## config.mk

```make
export PLATFORM = sky130hd
export DESIGN_NAME = lab_top
export DESIGN_NICKNAME = d
export VERILOG_FILES = /design/src/source/lab_pkg.sv /design/src/source/alu_4bit.sv /design/src/source/barrel_shifter.sv /design/src/source/code_convert.sv /design/src/source/count_display.sv /design/src/source/lab_top.sv /design/src/source/seq_detector.sv /design/src/source/tick_timer.sv
export SDC_FILE = /design/constraint.sdc
export NUM_CORES = 1
export LEC_CHECK = 0
export ABC_AREA = 1
export BUFFER_PORTS_ARGS = -buffer_cell sky130_fd_sc_hd__clkbuf_2
export CAP_MARGIN = 5
export CORE_UTILIZATION = 51
export CTS_CLUSTER_SIZE = 14
export DETAILED_ROUTE_END_ITERATION = 16
export PLACE_DENSITY = 0.79
export SYNTH_ARGS = -nofsm -noshare
export SYNTH_HDL_FRONTEND = slang
export SYNTH_SLANG_ARGS = --single-unit
```

## constraint.sdc

```tcl
create_clock -name clk -period 2.9 [get_ports clk]
set_input_delay 0.29 -clock clk [delete_from_list [all_inputs] [get_ports clk]]
set_output_delay 0.29 -clock clk [all_outputs]
set_load 0.02 [all_outputs]
```

## src/source/lab_pkg.sv

```systemverilog
`default_nettype none

package lab_pkg;

	// ####################
	// ALU

	// function select, same order as the board switches
	typedef enum logic [2:0] {
		ADD   = 3'd0,
		SUB   = 3'd1,
		NOT_A = 3'd2,
		AND   = 3'd3,
		OR    = 3'd4,
		XOR   = 3'd5,
		LESS  = 3'd6,  // signed a < b
		EQUAL = 3'd7
	} alu_op_e;

	localparam int DATA_W = 4;

	// ####################
	// shifter and detector

	localparam int SHIFT_W = 32;

	typedef enum logic [2:0] {
		IDLE    = 3'd0,
		GOT_1   = 3'd1,
		GOT_10  = 3'd2,
		GOT_101 = 3'd3,
		FOUND   = 3'd4  // 1011 seen
	} det_state_e;

	// ####################
	// seconds counter

	localparam int unsigned TICK_DIV_DEFAULT = 50_000_000;  // 1 s at 50 MHz
	localparam logic [6:0] count_max = 7'd99;

endpackage

`default_nettype wire

```

## src/source/alu_4bit.sv

```systemverilog
`default_nettype none

module alu_4bit (
	input  lab_pkg::alu_op_e            op,
	input  logic [lab_pkg::DATA_W-1:0] a,
	input  logic [lab_pkg::DATA_W-1:0] b,
	output logic [lab_pkg::DATA_W-1:0] result,
	output logic                       zero,
	output logic                       carry,
	output logic                       overflow
);

	import lab_pkg::*;

	localparam int MSB = DATA_W - 1;

	logic [DATA_W:0] sum;  // one extra bit for carry out

	always_comb begin
		sum      = '0;
		result   = '0;
		carry    = 1'b0;
		overflow = 1'b0;
		case (op)
			ADD: begin
				sum      = {1'b0, a} + {1'b0, b};
				result   = sum[MSB:0];
				carry    = sum[DATA_W];
				overflow = (a[MSB] == b[MSB]) && (result[MSB] != a[MSB]);
			end
			SUB: begin
				// a + ~b + 1, carry high means no borrow
				sum      = {1'b0, a} + {1'b0, ~b} + 1'b1;
				result   = sum[MSB:0];
				carry    = sum[DATA_W];
				overflow = (a[MSB] != b[MSB]) && (result[MSB] != a[MSB]);
			end
			NOT_A: result = ~a;
			AND:   result = a & b;
			OR:    result = a | b;
			XOR:   result = a ^ b;
			LESS: begin
				result = {{(DATA_W-1){1'b0}}, ($signed(a) < $signed(b))};
			end
			EQUAL: begin
				result = {{(DATA_W-1){1'b0}}, (a == b)};
			end
			default: result = '0;
		endcase
	end

	assign zero = (result == '0);

endmodule

`default_nettype wire

```

## src/source/barrel_shifter.sv

```systemverilog
`default_nettype none

module barrel_shifter (
	input  logic [lab_pkg::SHIFT_W-1:0]         data,
	input  logic [$clog2(lab_pkg::SHIFT_W)-1:0] shamt,
	input  logic                                dir_left,
	input  logic                                arith,
	output logic [lab_pkg::SHIFT_W-1:0]         result
);

	import lab_pkg::*;

	localparam int STAGES = $clog2(SHIFT_W);

	logic [SHIFT_W-1:0] stage [0:STAGES];
	logic               fill;

	assign fill     = arith & data[SHIFT_W-1];  // sign fill for right shifts only
	assign stage[0] = data;

	// stage i moves the word by 2**i when shamt[i] is set
	for (genvar i = 0; i < STAGES; i++) begin : g_stage
		localparam int S = 1 << i;

		logic [SHIFT_W-1:0] left_w;
		logic [SHIFT_W-1:0] right_w;

		assign left_w  = {stage[i][SHIFT_W-1-S:0], {S{1'b0}}};
		assign right_w = {{S{fill}}, stage[i][SHIFT_W-1:S]};

		assign stage[i+1] = !shamt[i] ? stage[i] :
		                    dir_left  ? left_w   : right_w;
	end

	assign result = stage[STAGES];

endmodule

`default_nettype wire

```

## src/source/code_convert.sv

```systemverilog
`default_nettype none

module code_convert (
	input  logic [7:0] enc_in,
	input  logic       enc_en,
	output logic [2:0] enc_out,
	output logic       enc_valid,
	input  logic [2:0] dec_in,
	input  logic       dec_en,
	output logic [7:0] dec_out
);

	// ####################
	// 8-to-3 priority encoder

	always_comb begin
		enc_out   = 3'd0;
		enc_valid = 1'b0;
		if (enc_en) begin
			// ascending scan, so the highest set bit wins
			for (int i = 0; i < 8; i++) begin
				if (enc_in[i]) begin
					enc_out   = 3'(i);
					enc_valid = 1'b1;
				end
			end
		end
	end

	// ####################
	// 3-to-8 decoder

	always_comb begin
		if (dec_en)
			dec_out = 8'd1 << dec_in;
		else
			dec_out = 8'd0;
	end

endmodule

`default_nettype wire

```

## src/source/count_display.sv

```systemverilog
`default_nettype none

module count_display (
	input  logic       clk,
	input  logic       rst_n,
	input  logic       tick,
	input  logic       count_en,
	output logic [6:0] count,
	output logic [6:0] seg_ones,
	output logic [6:0] seg_tens
);

	import lab_pkg::*;

	logic [3:0] tens;
	logic [3:0] ones;

	// active low, common anode, bit order gfedcba
	function automatic logic [6:0] seg7(input logic [3:0] digit);
		logic [6:0] pat;
		case (digit)
			4'd0:    pat = 7'b1000000;
			4'd1:    pat = 7'b1111001;
			4'd2:    pat = 7'b0100100;
			4'd3:    pat = 7'b0110000;
			4'd4:    pat = 7'b0011001;
			4'd5:    pat = 7'b0010010;
			4'd6:    pat = 7'b0000010;
			4'd7:    pat = 7'b1111000;
			4'd8:    pat = 7'b0000000;
			4'd9:    pat = 7'b0010000;
			default: pat = 7'b1111111;  // blank
		endcase
		return pat;
	endfunction

	// ####################
	// counter

	always_ff @(posedge clk or negedge rst_n) begin
		if (!rst_n) begin
			count <= '0;
		end else if (tick && count_en) begin
			if (count == count_max)
				count <= '0;
			else
				count <= count + 1'b1;
		end
	end

	// ####################
	// digit split and decode

	always_comb begin
		tens = 4'(count / 7'd10);
		ones = 4'(count % 7'd10);
	end

	assign seg_ones = seg7(ones);
	assign seg_tens = seg7(tens);

endmodule

`default_nettype wire

```

## src/source/lab_top.sv

```systemverilog
`default_nettype none

module lab_top #(
	parameter int unsigned TICK_DIV = lab_pkg::TICK_DIV_DEFAULT
) (
	input  logic                                clk,
	input  logic                                rst_n,
	input  logic                                count_en,
	input  lab_pkg::alu_op_e                    alu_op,
	input  logic [lab_pkg::DATA_W-1:0]          alu_a,
	input  logic [lab_pkg::DATA_W-1:0]          alu_b,
	input  logic [lab_pkg::SHIFT_W-1:0]         sh_data,
	input  logic [$clog2(lab_pkg::SHIFT_W)-1:0] sh_amt,
	input  logic                                sh_left,
	input  logic                                sh_arith,
	input  logic [7:0]                          enc_in,
	input  logic                                enc_en,
	input  logic [2:0]                          dec_in,
	input  logic                                dec_en,
	input  logic                                din,
	output logic [lab_pkg::DATA_W-1:0]          alu_result,
	output logic                                alu_zero,
	output logic                                alu_carry,
	output logic                                alu_overflow,
	output logic [lab_pkg::SHIFT_W-1:0]         sh_result,
	output logic [2:0]                          enc_out,
	output logic                                enc_valid,
	output logic [7:0]                          dec_out,
	output logic                                found,
	output logic [6:0]                          count,
	output logic [6:0]                          seg_ones,
	output logic [6:0]                          seg_tens
);

	logic tick;  // one cycle every TICK_DIV clocks

	// ####################
	// seconds counter

	tick_timer #(.TICK_DIV(TICK_DIV)) u_tick_timer (
		.clk   (clk),
		.rst_n (rst_n),
		.tick  (tick)
	);

	count_display u_count_display (
		.clk      (clk),
		.rst_n    (rst_n),
		.tick     (tick),
		.count_en (count_en),
		.count    (count),
		.seg_ones (seg_ones),
		.seg_tens (seg_tens)
	);

	// ####################
	// combinational blocks

	alu_4bit u_alu (
		.op       (alu_op),
		.a        (alu_a),
		.b        (alu_b),
		.result   (alu_result),
		.zero     (alu_zero),
		.carry    (alu_carry),
		.overflow (alu_overflow)
	);

	barrel_shifter u_shifter (
		.data     (sh_data),
		.shamt    (sh_amt),
		.dir_left (sh_left),
		.arith    (sh_arith),
		.result   (sh_result)
	);

	code_convert u_code_convert (
		.enc_in    (enc_in),
		.enc_en    (enc_en),
		.enc_out   (enc_out),
		.enc_valid (enc_valid),
		.dec_in    (dec_in),
		.dec_en    (dec_en),
		.dec_out   (dec_out)
	);

	seq_detector u_seq_detector (
		.clk   (clk),
		.rst_n (rst_n),
		.din   (din),
		.found (found)
	);

endmodule

`default_nettype wire

```

## src/source/seq_detector.sv

```systemverilog
`default_nettype none

module seq_detector (
	input  logic clk,
	input  logic rst_n,
	input  logic din,
	output logic found
);

	import lab_pkg::*;

	det_state_e state;
	det_state_e state_nxt;

	always_ff @(posedge clk or negedge rst_n) begin
		if (!rst_n)
			state <= IDLE;
		else
			state <= state_nxt;
	end

	// each state names the longest suffix that is a prefix of 1011
	always_comb begin
		state_nxt = state;
		case (state)
			IDLE:    state_nxt = din ? GOT_1 : IDLE;
			GOT_1:   state_nxt = din ? GOT_1 : GOT_10;
			GOT_10:  state_nxt = din ? GOT_101 : IDLE;
			GOT_101: state_nxt = din ? FOUND : GOT_10;  // 1010 still ends in 10
			FOUND:   state_nxt = din ? GOT_1 : GOT_10;  // overlap on trailing 1
			default: state_nxt = IDLE;
		endcase
	end

	assign found = (state == FOUND);  // moore output

endmodule

`default_nettype wire

```

## src/source/tick_timer.sv

```systemverilog
`default_nettype none

module tick_timer #(
	parameter int unsigned TICK_DIV = lab_pkg::TICK_DIV_DEFAULT
) (
	input  logic clk,
	input  logic rst_n,
	output logic tick
);

	localparam int CNT_W = (TICK_DIV > 1) ? $clog2(TICK_DIV) : 1;
	localparam logic [CNT_W-1:0] LAST = CNT_W'(TICK_DIV - 1);

	logic [CNT_W-1:0] cnt;

	// reload at the last count and pulse tick on the same edge
	always_ff @(posedge clk or negedge rst_n) begin
		if (!rst_n) begin
			cnt  <= '0;
			tick <= 1'b0;
		end else if (cnt == LAST) begin
			cnt  <= '0;
			tick <= 1'b1;
		end else begin
			cnt  <= cnt + 1'b1;
			tick <= 1'b0;
		end
	end

endmodule

`default_nettype wire

```

# [After elaboration in Yosys (flattened, before gate mapping)]
# Memories as Yosys holds them, arrays and structs flattened.
# Cells that the tools add are included.
[word_totals] reg_bits=37 romBits=224 out_inout_bits=73 elab_cells=85 mem_count=2
[memory_table] memory="(name not given)" words=16 width=7 read_ports=1 rd_clocked_by_memory_dff=0 write_ports=0 line="count_display.sv:21" text="case (digit)"
[memory_table] memory="(name not given)" words=16 width=7 read_ports=1 rd_clocked_by_memory_dff=0 write_ports=0 line="count_display.sv:21"
[classes] n_addsub=5 div=2 n_lt_le_gt_ge=1 eq_ne=18 n_shift=1 mux=39 bitwise_logic=6 reduce_logical=7
[ops] op="2-to-1 mux 32 bit" n=10
[ops] op="one-hot mux 4 bit (8 select lines)" n=1
[ops] op="adder 26 x 1 -> 26 bit, second input constant" n=1
[ops] op="== test 26 bit, second input constant" n=1
[ops] op="2-to-1 mux 26 bit" n=1
[ops] op="2-to-1 mux 3 bit" n=6
[ops] op="== test 3 bit, second input constant" n=5
[ops] op="== test 3 x 2 -> 1 bit, second input constant" n=4
[ops] op="2-to-1 mux 1 bit" n=12
[ops] op="one-hot mux 3 bit (4 select lines)" n=1
[ops] op="adder 4 x 4 -> 5 bit" n=2
[ops] op="2-to-1 mux 2 bit" n=4
[ops] op="2-to-1 mux 8 bit" n=1
[ops] op="inverter 4 bit" n=2
[ops] op="<< shifter 1 x 3 -> 8 bit, first input constant" n=1
[ops] op="adder 7 x 1 -> 7 bit, second input constant" n=1
[ops] op="divider 7 x 4 -> 7 bit, second input constant" n=1
[ops] op="== test 7 bit, second input constant" n=1
[ops] op="remainder unit 7 x 4 -> 7 bit, second input constant" n=1
[ops] op="2-to-1 mux 7 bit" n=1
[ops] op="== test 3 x 1 -> 1 bit, second input constant" n=2
[ops] op="zero test 3 bit" n=2
[ops] op="adder 5 x 1 -> 5 bit, second input constant" n=1
[ops] op="AND 4 bit" n=1
[ops] op="11 further kinds" n=16

# [Logic depth before layout (Yosys ltp)]
[logic_depth] word_depth=11 mapped_depth=23 depth_no_buf=23

# [Modules after synthesis]
# Synthesis repeated with hierarchy kept, for this count alone.
[hier_totals] cells_unflattened=1280 hier_area_um2=6703.9
[modules_own_cells] mod="barrel_shifter" instances=1 cells_each=721 area_per_inst_um2=3090.5 seq_area_each_um2=0.0
[modules_own_cells] mod="tick_timer" instances=1 cells_each=215 area_per_inst_um2=1545.2 seq_area_each_um2=675.6
[modules_own_cells] mod="count_display" instances=1 cells_each=162 area_per_inst_um2=1054.8 seq_area_each_um2=175.2
[modules_own_cells] mod="alu_4bit" instances=1 cells_each=127 area_per_inst_um2=723.2 seq_area_each_um2=0.0
[modules_own_cells] mod="code_convert" instances=1 cells_each=37 area_per_inst_um2=156.4 seq_area_each_um2=0.0
[modules_own_cells] mod="seq_detector" instances=1 cells_each=18 area_per_inst_um2=133.9 seq_area_each_um2=75.1

# [Worst setup path after synthesis]
# No wires, ideal clock.
[synth_timing] kind="reg-to-output" startpoint="register u_count_display.count[6]" endpoint="output seg_tens[5]" arrival_ns=2.928 required_ns=2.610 setup_slack_ns=-0.318 path_stages_with_launch=21 path_buffers=0 cell_sequence="dfrtp_1 inv_1 nand2_1 nand3_1 nand2_2 nand2_2 a21boi_4 nand2_4 nand2_4 nand2_2 nand2_1 clkinv_1 ha_1 inv_1 nand3_4 nand3_4 inv_1 ha_1 inv_1 nor2_1 o21ai_0"
[synth_via] elab_chain_len=2
[synth_lines] item="start, declared" line="count_display.sv:8" text="output logic [6:0] count,"
[synth_lines] item="start signal, assigned" line="count_display.sv:47" text="count <= count + 1'b1;"
[synth_lines] item="divider 7 x 4 -> 7 bit" line="count_display.sv:55" text="tens = 4'(count / 7'd10);"
[synth_lines] item="memory (16 x 7 bit)"
[synth_lines] item="end, declared" line="lab_top.sv:32" text="output logic [6:0] seg_tens"
# No other way between the ends.

# [Worst setup path after layout]
[layout_timing] startpoint="register u_count_display.count[6]" endpoint="output seg_tens[0]"
# Same word-level chain as after synthesis.

==> flow_summary.toml <==
[status]
outcome = "finished, violations left"
violations = "negative setup slack"

[layout]
diodes = 0
layout-area-overhead-vs-synth_pct = 29.8
most-common-layout-cells = "332 x nand2_1, 130 x inv_1, 125 x clkbuf_2, 97 x nor2_1, 96 x o21ai_0"
n_fill_cell = 993
layout_commonest_cell = "nand2_1"
final_nets = 1350
drive_gt1_share_pct = 23.6

[critical_path]
critPathCaptureType = "primary output"
rr_worst_depth = 9
cp.arrival_ns = 3.05
critPathLaunch = "u_count_display.count[6]"
crit_path_max_incr_delay_ns = 0.50
crit_type = "flop to primary output"
reg2reg_slack_ns = 0.66
worstPathMaxFanout = 6
timing.rr.end = "u_tick_timer.cnt[24]"
r2r-start = "u_tick_timer.cnt[0]"
cp_slowest_cell = "dfrtp_2"
path_cells = "inv_2 > nand2_4 > nand3_4 > nand2_4 > nand3_4 > nand2_4 > buf_4 > buf_4 > xor2_2 > nand2_4 > nand3_4 > nand3_4 > buf_6 > ha_4 > o21ai_2 > inv_2 > o21ai_1 > nand2_1 > clkbuf_8"
cp-start-kind = "flop"
required_ns = 2.61

[timing]
setup_violations = 14
finalHoldViolCount = 0
rsz0062_at_grt = "yes"
fmax_mhz = 299
fin_ws_ns = -0.439
finalMaxSlewViolations = 0
finalCritPeriodShare_pct = 115
fin_tns_setup_ns = -5.21
fin_crit_ns = 3.34
relSlewSlack_pct = 40.5
skew_ns = 0.00481
tightest_slew_ns = 0.892

[logic_synthesis]
synth_ff_type = "dfrtp_1"
synth-edff-count = 0
synthCells = 1088
ys_warn_count = 0
ys_ff_latch = 37
syn_avg_cell_area_um2 = 5.55
synth_nets = 1184
async_reset_ff_share_pct = 100
synth_cell_types = 50
ys_seq_area_share_pct = 15.3
syn-cell-area_um2 = 6040

[detailed_routing]
drt_wl_total_um = 20400
postRouteAntennaNets = 0
viasPerCell = 5.70
firstDrtPassIters = 5
wl_per_cell_um = 14.6
drc = 0
drt_iter0_markers = 622
vias = 7962

[grt]
grt_max_degree = 44
top_usage_layer = "met2"
use_met3_pct = 3.94
grt_pass1_wl_um = 32100
grt-ovfl-total = 0
use_met2_pct = 54.8
grt_pass1_vias = 7412
antenna_found_initial = 1
grt_use_total_pct = 30.6
grtUsageMet1_pct = 36.0

[run]
drv_cap = 0

[clock_tree]
clk_pin_slew_ns = 0.06
cts_tree = "done"
cts_buffer_depth = 2
cts-buffers-inserted = 5
clkLatencyLatePin_ns = 0.28
numClockSinks = 37
clockRootBuffer = "clkbuf_16"
h-tree-depth = 2

[power_and_ir_drop]
swShare_pct = 41.4
clock_power_share_pct = 27.1
comb_power_share_pct = 45.8
cellPowerDensity_nw_per_um2 = 247
peakVddDrop_mv = 0.427
internal_power_mw = 1.13
switching_power_mw = 0.799
p_leak_nw = 4.02
power_frac_seq_pct = 27.1

[placement]
portBuffers = 139
gp_congestion = 0.966
preCtsSetupSlack_ns = -0.0795
dp_hpwl_um = 14000

[floorplanning]
die_x_um = 111
dieHeight_um = 111
core_area_um2 = 11500
io_pins = 140
fp-row-count = 39
start_util_pct = 52.6
fp.dieArea_um2 = 12300

[hold_path]
holdCritPathClass = "input pin to asynchronous set/reset pin"
-- worst max path at each step --
stage	slack, ns	end
2_1_floorplan	0.01	seg_ones[3]
3_3_place_gp	0.03	seg_tens[6]
3_5_place_dp	-0.08	seg_tens[0]
4_1_cts	-0.21	seg_ones[3]
5_1_grt	-0.55	seg_ones[4]
6_report	-0.44	seg_tens[0]
-- final cells by class --
class                      instances  area [µm²]  share of cell area, %
multi-input combinational        860        4680                   59.8
clock buffer                       5         125                   1.60
tap                              143         179                   2.28
timing repair buffer             202        1330                   17.0
sequential                        37         931                   11.9
clock inverter                     3        17.5                  0.224
inverter                         148         566                   7.22
-- Yosys cell counts (8+ instances only) --
master	instances	area, µm²
o21ai_0	104	521
buf_1	8	30.0
nand2_1	347	1300
xor2_1	12	105
buf_2	15	75.1
nand3_1	73	365
clkbuf_1	17	63.8
o211ai_1	19	143
dfrtp_1	37	926
nand2_2	8	50.1
nor3_1	12	60.1
a21oi_1	53	265
nand4_1	17	106
ha_1	27	338
o221ai_1	9	78.8
inv_1	138	518
o22ai_1	13	81.3
nor2_1	98	368
-- kinds of logic (layout without fill, tap and decap cells) --
group / after synthesis / count (layout) / share of synthesized area (%)
compound gates: 234 / 234 / 22.5
xor+xnor: 15 / 15 / 2.18
fa+ha+maj: 29 / 29 / 6.26
buf+inv: 191 / 358 / 12.4
flops: 37 / 37 / 15.3
simple gates: 582 / 582 / 41.3
-- power by group through the flow --
stage / clock [mW] / sequential, mW / combinational [mW]
after floorplan: 0 / 0.532 / 0.592
after global placement: 0 / 0.533 / 0.863
after detailed placement: 0 / 0.533 / 0.870
after CTS: 0.531 / 0.524 / 0.874
after global routing: 0.555 / 0.524 / 0.989
final: 0.524 / 0.524 / 0.884
-- worst max-delay path: cells and delay by family, from the launching register on --
kind / cells / cell delay [ns]
AND/OR/NAND/NOR: 9 / 0.89
buffers and inverters: 6 / 0.75
flip-flops: 1 / 0.50
AO/OA/AOI/OAI: 2 / 0.24
XOR/XNOR: 1 / 0.21
adder cells (fa/ha/maj): 1 / 0.17
-- layer usage --
metal / part of all wire, % / wire, µm / up-vias
li1: - / - / 3896
met5: 0 / 0 / -
met3: 5.6 / 1150 / 107
met1: 40 / 8100 / 3605
met4: 5.4 / 1100 / 0
met2: 49 / 10000 / 354
-- flip-flops by register name, summed over array words and instances, names as in the netlist --
signal	cells
u_seq_detector.state	3
u_tick_timer.cnt	26
u_count_display.count	7
u_tick_timer.tick	1
-- through the flow --
step	utilization [%]	hold WS [ns]	area [µm²]	power [mW]	cells
finish	68.3	0.123	7830	1.93	1398
global route	68.3	0.203	7830	2.07	1398
CTS	66.6	0.151	7640	1.93	1390
detailed placement	61.9	0.453	7090	1.40	1367
global placement	61.9	0.444	7090	1.40	1367
floorplan	-	-0.00559	6080	1.12	1088
-- what timing repair did --
| action | 4_1_cts | 5_1_grt |
|---|---|---|
| gates resized for setup | 66 | 35 |
| pin swaps | 25 | 17 |
| hold buffers | 0 | 0 |
| buffers inserted | 15 | 9 |
| endpoints found under the setup margin | 14 | 18 |
Power figures use the tool's default switching activity.
